--- src/design/noc_pkg.sv ---
package noc_pkg;

  // ~~~~~~~~~~~~~~~~~~~~~~~~~~~~~~~~~~~~~~~~~~~~~~~~~~~~~~~~~~~
  // Flit fields
  // ~~~~~~~~~~~~~~~~~~~~~~~~~~~~~~~~~~~~~~~~~~~~~~~~~~~~~~~~~~~

  // Up to 4 virtual channels
  localparam int VC_ID_W   = 2;
  localparam int PAYLOAD_W = 32;

  typedef enum logic [1:0] {
    FLIT_HEAD   = 2'd0,
    FLIT_BODY   = 2'd1,
    FLIT_TAIL   = 2'd2,
    // One-flit packet, head and tail at once
    FLIT_SINGLE = 2'd3
  } flit_kind_e;

  typedef struct packed {
    flit_kind_e           kind;
    logic [VC_ID_W-1:0]   vc_id;
    logic [PAYLOAD_W-1:0] payload;
  } noc_flit_t;

  // ~~~~~~~~~~~~~~~~~~~~~~~~~~~~~~~~~~~~~~~~~~~~~~~~~~~~~~~~~~~
  // Output arbiter
  // ~~~~~~~~~~~~~~~~~~~~~~~~~~~~~~~~~~~~~~~~~~~~~~~~~~~~~~~~~~~

  typedef enum logic {
    ARB_IDLE   = 1'b0,
    ARB_LOCKED = 1'b1
  } arb_state_e;

  // ~~~~~~~~~~~~~~~~~~~~~~~~~~~~~~~~~~~~~~~~~~~~~~~~~~~~~~~~~~~
  // Packet boundary tests
  // ~~~~~~~~~~~~~~~~~~~~~~~~~~~~~~~~~~~~~~~~~~~~~~~~~~~~~~~~~~~

  function automatic logic is_head(input flit_kind_e kind);
    logic result;
    result = (kind == FLIT_HEAD) || (kind == FLIT_SINGLE);
    return result;
  endfunction

  function automatic logic is_tail(input flit_kind_e kind);
    logic result;
    result = (kind == FLIT_TAIL) || (kind == FLIT_SINGLE);
    return result;
  endfunction

endpackage

--- src/design/flit_fifo_core.sv ---
`timescale 1ns/1ps

module flit_fifo_core import noc_pkg::*; #(
  parameter int DEPTH     = 4,
  parameter int THRESHOLD = DEPTH - 1
) (
  input  logic      clk,
  input  logic      i_rst_n,
  input  logic      i_clear,
  input  logic      i_push,
  input  noc_flit_t i_data,
  input  logic      i_pop,
  output noc_flit_t o_data,
  output logic      o_empty,
  output logic      o_almost_full,
  output logic      o_full
);

  localparam int PTR_W = (DEPTH > 1) ? $clog2(DEPTH) : 1;
  localparam int CNT_W = $clog2(DEPTH + 1);

  noc_flit_t        mem [DEPTH];
  logic [PTR_W-1:0] wr_ptr;
  logic [PTR_W-1:0] rd_ptr;
  logic [CNT_W-1:0] count;
  logic [CNT_W-1:0] count_next;
  logic             push_ok;
  logic             pop_ok;

  function automatic logic [PTR_W-1:0] ptr_inc(input logic [PTR_W-1:0] ptr);
    logic [PTR_W-1:0] next;
    if (ptr == PTR_W'(DEPTH - 1)) begin
      next = '0;
    end else begin
      next = ptr + 1'b1;
    end
    return next;
  endfunction

  // Flags are registered, so they match count
  assign push_ok = i_push && !o_full;
  assign pop_ok  = i_pop && !o_empty;

  always_comb begin
    count_next = count;
    if (i_clear) begin
      count_next = '0;
    end else if (push_ok && !pop_ok) begin
      count_next = count + 1'b1;
    end else if (pop_ok && !push_ok) begin
      count_next = count - 1'b1;
    end
  end

  always_ff @(posedge clk or negedge i_rst_n) begin
    if (!i_rst_n) begin
      wr_ptr        <= '0;
      rd_ptr        <= '0;
      count         <= '0;
      o_empty       <= 1'b1;
      o_almost_full <= (THRESHOLD <= 0);
      o_full        <= 1'b0;
    end else begin
      if (i_clear) begin
        wr_ptr <= '0;
        rd_ptr <= '0;
      end else begin
        if (push_ok) begin
          wr_ptr <= ptr_inc(wr_ptr);
        end
        if (pop_ok) begin
          rd_ptr <= ptr_inc(rd_ptr);
        end
      end
      count         <= count_next;
      o_empty       <= (count_next == '0);
      o_almost_full <= (int'(count_next) >= THRESHOLD);
      o_full        <= (int'(count_next) == DEPTH);
    end
  end

  // Storage
  always_ff @(posedge clk) begin
    if (push_ok) begin
      mem[wr_ptr] <= i_data;
    end
  end

  // Head of queue read straight out
  assign o_data = mem[rd_ptr];

endmodule

--- src/design/vc_flit_buffer.sv ---
`timescale 1ns/1ps

module vc_flit_buffer import noc_pkg::*; #(
  parameter int CHANNELS  = 2,
  parameter int DEPTH     = 4,
  parameter int THRESHOLD = DEPTH - 1
) (
  input  logic                     clk,
  input  logic                     i_rst_n,
  input  logic                     i_clear,
  input  logic                     i_in_valid,
  input  noc_flit_t                i_in_flit,
  input  logic      [CHANNELS-1:0] i_pop,
  output logic      [CHANNELS-1:0] o_in_ready,
  output logic      [CHANNELS-1:0] o_in_vc_available,
  output logic      [CHANNELS-1:0] o_empty,
  output noc_flit_t [CHANNELS-1:0] o_head
);

  logic [CHANNELS-1:0] push;
  logic [CHANNELS-1:0] empty;
  logic [CHANNELS-1:0] almost_full;
  logic [CHANNELS-1:0] full;

  // ~~~~~~~~~~~~~~~~~~~~~~~~~~~~~~~~~~~~~~~~~~~~~~~~~~~~~~~~~~~
  // Upstream flags
  // ~~~~~~~~~~~~~~~~~~~~~~~~~~~~~~~~~~~~~~~~~~~~~~~~~~~~~~~~~~~

  assign o_in_ready        = ~full;
  assign o_in_vc_available = ~almost_full;
  assign o_empty           = empty;

  // ~~~~~~~~~~~~~~~~~~~~~~~~~~~~~~~~~~~~~~~~~~~~~~~~~~~~~~~~~~~
  // One FIFO per virtual channel
  // ~~~~~~~~~~~~~~~~~~~~~~~~~~~~~~~~~~~~~~~~~~~~~~~~~~~~~~~~~~~

  for (genvar c = 0; c < CHANNELS; c++) begin : g_vc
    // Steer by channel field, a full FIFO drops the flit itself
    assign push[c] = i_in_valid && (i_in_flit.vc_id == VC_ID_W'(c));

    flit_fifo_core #(
      .DEPTH     (DEPTH),
      .THRESHOLD (THRESHOLD)
    ) u_fifo (
      .clk           (clk),
      .i_rst_n       (i_rst_n),
      .i_clear       (i_clear),
      .i_push        (push[c]),
      .i_data        (i_in_flit),
      .i_pop         (i_pop[c]),
      .o_data        (o_head[c]),
      .o_empty       (empty[c]),
      .o_almost_full (almost_full[c]),
      .o_full        (full[c])
    );
  end

endmodule

--- config.mk ---
export PLATFORM = sky130hd
export DESIGN_NAME = vc_flit_buffer
export DESIGN_NICKNAME = d
export VERILOG_FILES = /design/src/design/noc_pkg.sv /design/src/design/flit_fifo_core.sv /design/src/design/vc_flit_buffer.sv
export SDC_FILE = /design/constraint.sdc
export NUM_CORES = 1
export LEC_CHECK = 0
export ABC_AREA = 1
export BUFFER_PORTS_ARGS = -buffer_cell sky130_fd_sc_hd__buf_2
export CORE_MARGIN = 5
export CORE_UTILIZATION = 47
export DETAILED_ROUTE_END_ITERATION = 10
export HOLD_SLACK_MARGIN = 0.05
export PLACE_DENSITY = 0.68
export RECOVER_POWER = 25
export SYNTH_ARGS = -nofsm -noshare
export SYNTH_HDL_FRONTEND = slang
export SYNTH_SLANG_ARGS = --single-unit
--- constraint.sdc ---
create_clock -name clk -period 2.45 [get_ports clk]
set_input_delay 0.1225 -clock clk [delete_from_list [all_inputs] [get_ports clk]]
set_output_delay 0.1225 -clock clk [all_outputs]
set_load 0.1 [all_outputs]
==> results.cfg <==
[routing]
detail-route-antenna-nets = 0
routed_via_density = 5.43
vias = 7553
drt-initial-drc-count = 517
wirelength_um = 27000
wire_per_inst_um = 19.4
drc_errors = 0
drtPass1Iterations = 5

[timing]
drv_slew = 0
hold_violations = 0
finalClockSkew_ps = 10.5
period_share = 0.958
tightest_slew_ps = 1160
period_minus_slack_ps = 2350
fmax_mhz = 426
relSlewSlack = 0.228
rsz0062_at_grt = false
setup_viol = 0

[floorplanning]
fp.dieH_um = 169
dieArea_um2 = 28600
row_count = 58
core_area_um2 = 25000
initial_core_util = 0.475
die_w_um = 169
io_pins = 120

[clock_tree]
htreeDepth = 1
post_cts_buffers = 0
cts_tree = built
cts_buffers = 30
clockRootBuffer = clkbuf_16
numClockSinks = 308
clk_pin_slew_ps = 60
clockBufferDepth = 3
clk_latency_ps = 550

[worst_setup_path]
max_stage_delay_ps = 430
critPathKind = register to primary output
critPathTopFamily = buffers and inverters
crit_required_ps = 2330
crit_fanout = 54
cpMostUsedCell = buf_12
crit_chain = inv_2 -> buf_12 -> o21ai_0 -> o22ai_2 -> buf_12
cp_slowest_cell = dfrtp_2
worst_setup_path_start_kind = register
worst_setup_path_end_kind = primary output
cp_num_buf_inv = 3
crit_arrival_ps = 2230

[synth]
netlist_instances = 872
ys_ff_latch = 308
synth_area_um2 = 11900
avgSynthCellArea_um2 = 13.6
ys.flop_type = edfxtp_1
synth_edf_count = 288
async_reset_ff_frac = 0.0649
yosysWarnings = 0
syn-num-nets = 927
ys_seq_area_frac = 0.769
ys_types = 23

[placement]
dpl.hpwl_um = 16200
port_buffers = 119
globalplace.congestion = 0.705
placedCellCount = 1296

[cells_and_area]
layout.nets = 1093
syn2layout_area_growth_pct = 28.4
final_cells = 1391
postLayoutCoreUtil = 0.610
post_route_cells_drive_above_1_share = 0.239

[global_routing]
grt_remaining_overflow = 0
grt_max_degree = 75
grt_usage = 0.186
grt_pass1_vias = 7494
grt_pass1_wl_um = 41700
antenna_found_initial = 1

[run]
cap_violations = 0

[pwr]
powerDensity_nw_per_um2 = 1010
ir_drop_v = 0.000706
total_power_mw = 15.4
p_leak_nw = 5.48

[hold_path]
hold_path_class = input port to register

[run_status]
run_status = finished, final reports clean
==> kinds of logic after synthesis <==
kind of cell	Yosys count	synth area share
compound gates	225	0.102
fa+ha+maj	13	0.0137
buf+inv	94	0.0325
flops	308	0.769
simple gates	232	0.0824
==> timing repair <==
| item | 4_1_cts | 5_1_grt |
|---|---|---|
| hold buffers | 40 | 0 |
| resized for setup | 0 | 7 |
| endpoints found under the hold margin | 313 | 0 |
| endpoints found under the setup margin | 0 | 7 |
==> per-layer routing <==
layer,track usage,part of all wire,up-vias
li1,-,-,3518
met2,0.318,0.49,217
met4,0.0420,0.014,0
met5,0,0,-
met3,0.0266,0.061,35
met1,0.257,0.43,3783
==> cells in the mapped netlist (2+ instances only) <==
cell      instances  share of area
edfxtp_1        288           0.73
nor2_1          158          0.050
o21ai_0         151          0.064
o22ai_1          72          0.038
inv_1            39          0.012
nand2_1          34          0.011
clkbuf_1         25         0.0079
nand3_1          23         0.0097
buf_2            20         0.0084
dfrtp_1          18          0.038
ha_1             13          0.014
inv_2             6         0.0019
nor2_2            6         0.0032
nand2_4           4         0.0038
nand4_1           3         0.0016
a21oi_1           2        0.00084
buf_4             2         0.0013
dfstp_2           2         0.0044
nand2_2           2         0.0011
==> layout make-up <==
type | count | area, µm²
clock inverter | 16 | 88.8
timing repair buffer | 183 | 1820
fill | 1874 | 9760
antenna | 1 | 2.50
tap | 330 | 413
clock buffer | 38 | 802
sequential | 308 | 9150
multi-input combinational | 470 | 2830
inverter | 45 | 169
==> worst paths after layout <==
path / from / end / slack, ps / depth (start not counted)
worst max-delay path: g_vc[0].u_fifo.rd_ptr[0] / o_head[7] / 100 / 5
worst min-delay path: i_clear / g_vc[0].u_fifo.rd_ptr[0] / 190 / 4
worst max register to register: g_vc[0].u_fifo.o_full / g_vc[0].u_fifo.mem[0][11] / 780 / 4
worst min register to register: g_vc[0].u_fifo.count[0] / g_vc[0].u_fifo.count[0] / 580 / 3
max in group asynchronous: i_rst_n / g_vc[1].u_fifo.rd_ptr[0] / 1350 / 2
min in group asynchronous: i_rst_n / g_vc[1].u_fifo.count[2] / 330 / 2
==> metrics by stage <==
stage               worst slack, ps  hold WS (ps)  setup TNS [ps]  area (µm²)
floorplan                      -192          -173          -27590       12300
global placement                648           105               0       14000
detailed placement              586           114               0       14000
CTS                            8.13          63.4               0       15300
global route                   1.31           215               0       15300
finish                          102           190               0       15300
==> flip-flops by register name, summed over array words and instances, names as in the netlist <==
| signal | flops |
|---|---|
| g_vc.u_fifo.count | 6 |
| g_vc.u_fifo.mem | 288 |
| g_vc.u_fifo.o_almost_full | 2 |
| g_vc.u_fifo.o_empty | 2 |
| g_vc.u_fifo.o_full | 2 |
| g_vc.u_fifo.rd_ptr | 4 |
| g_vc.u_fifo.wr_ptr | 4 |
==> layout by cell type, fill, tap and decap left out, drive strengths merged <==
cell type    synthesis  final
ha                  13     13
nor2               166    166
diode                0      1
dfstp                2      2
a21oi                2      2
buf                 23    114
dlygate4sd3          0     40
clkbuf              26     67
nand3               23     23
nand4                3      3
clkinv               0     15
inv                 45     45
nand2               40     40
bufinv               0      1
o22ai               72     72
dfrtp               18     18
edfxtp             288    288
o21ai              151    151
==> tightest hold or removal path, stage by stage <==
cell	delay (ps)
buf_2	70
inv_1	280
nand2_1	180
a21oi_1	40
==> report_power, final <==
part | internal (mW) | switching, mW | leakage, nW | total (mW)
clock | 2.39 | 1.77 | 0.433 | 4.16
sequential | 5.91 | 0.0577 | 2.86 | 5.97
combinational | 1.31 | 4.00 | 2.18 | 5.30
No activity file was read; power rests on OpenSTA's default activity.
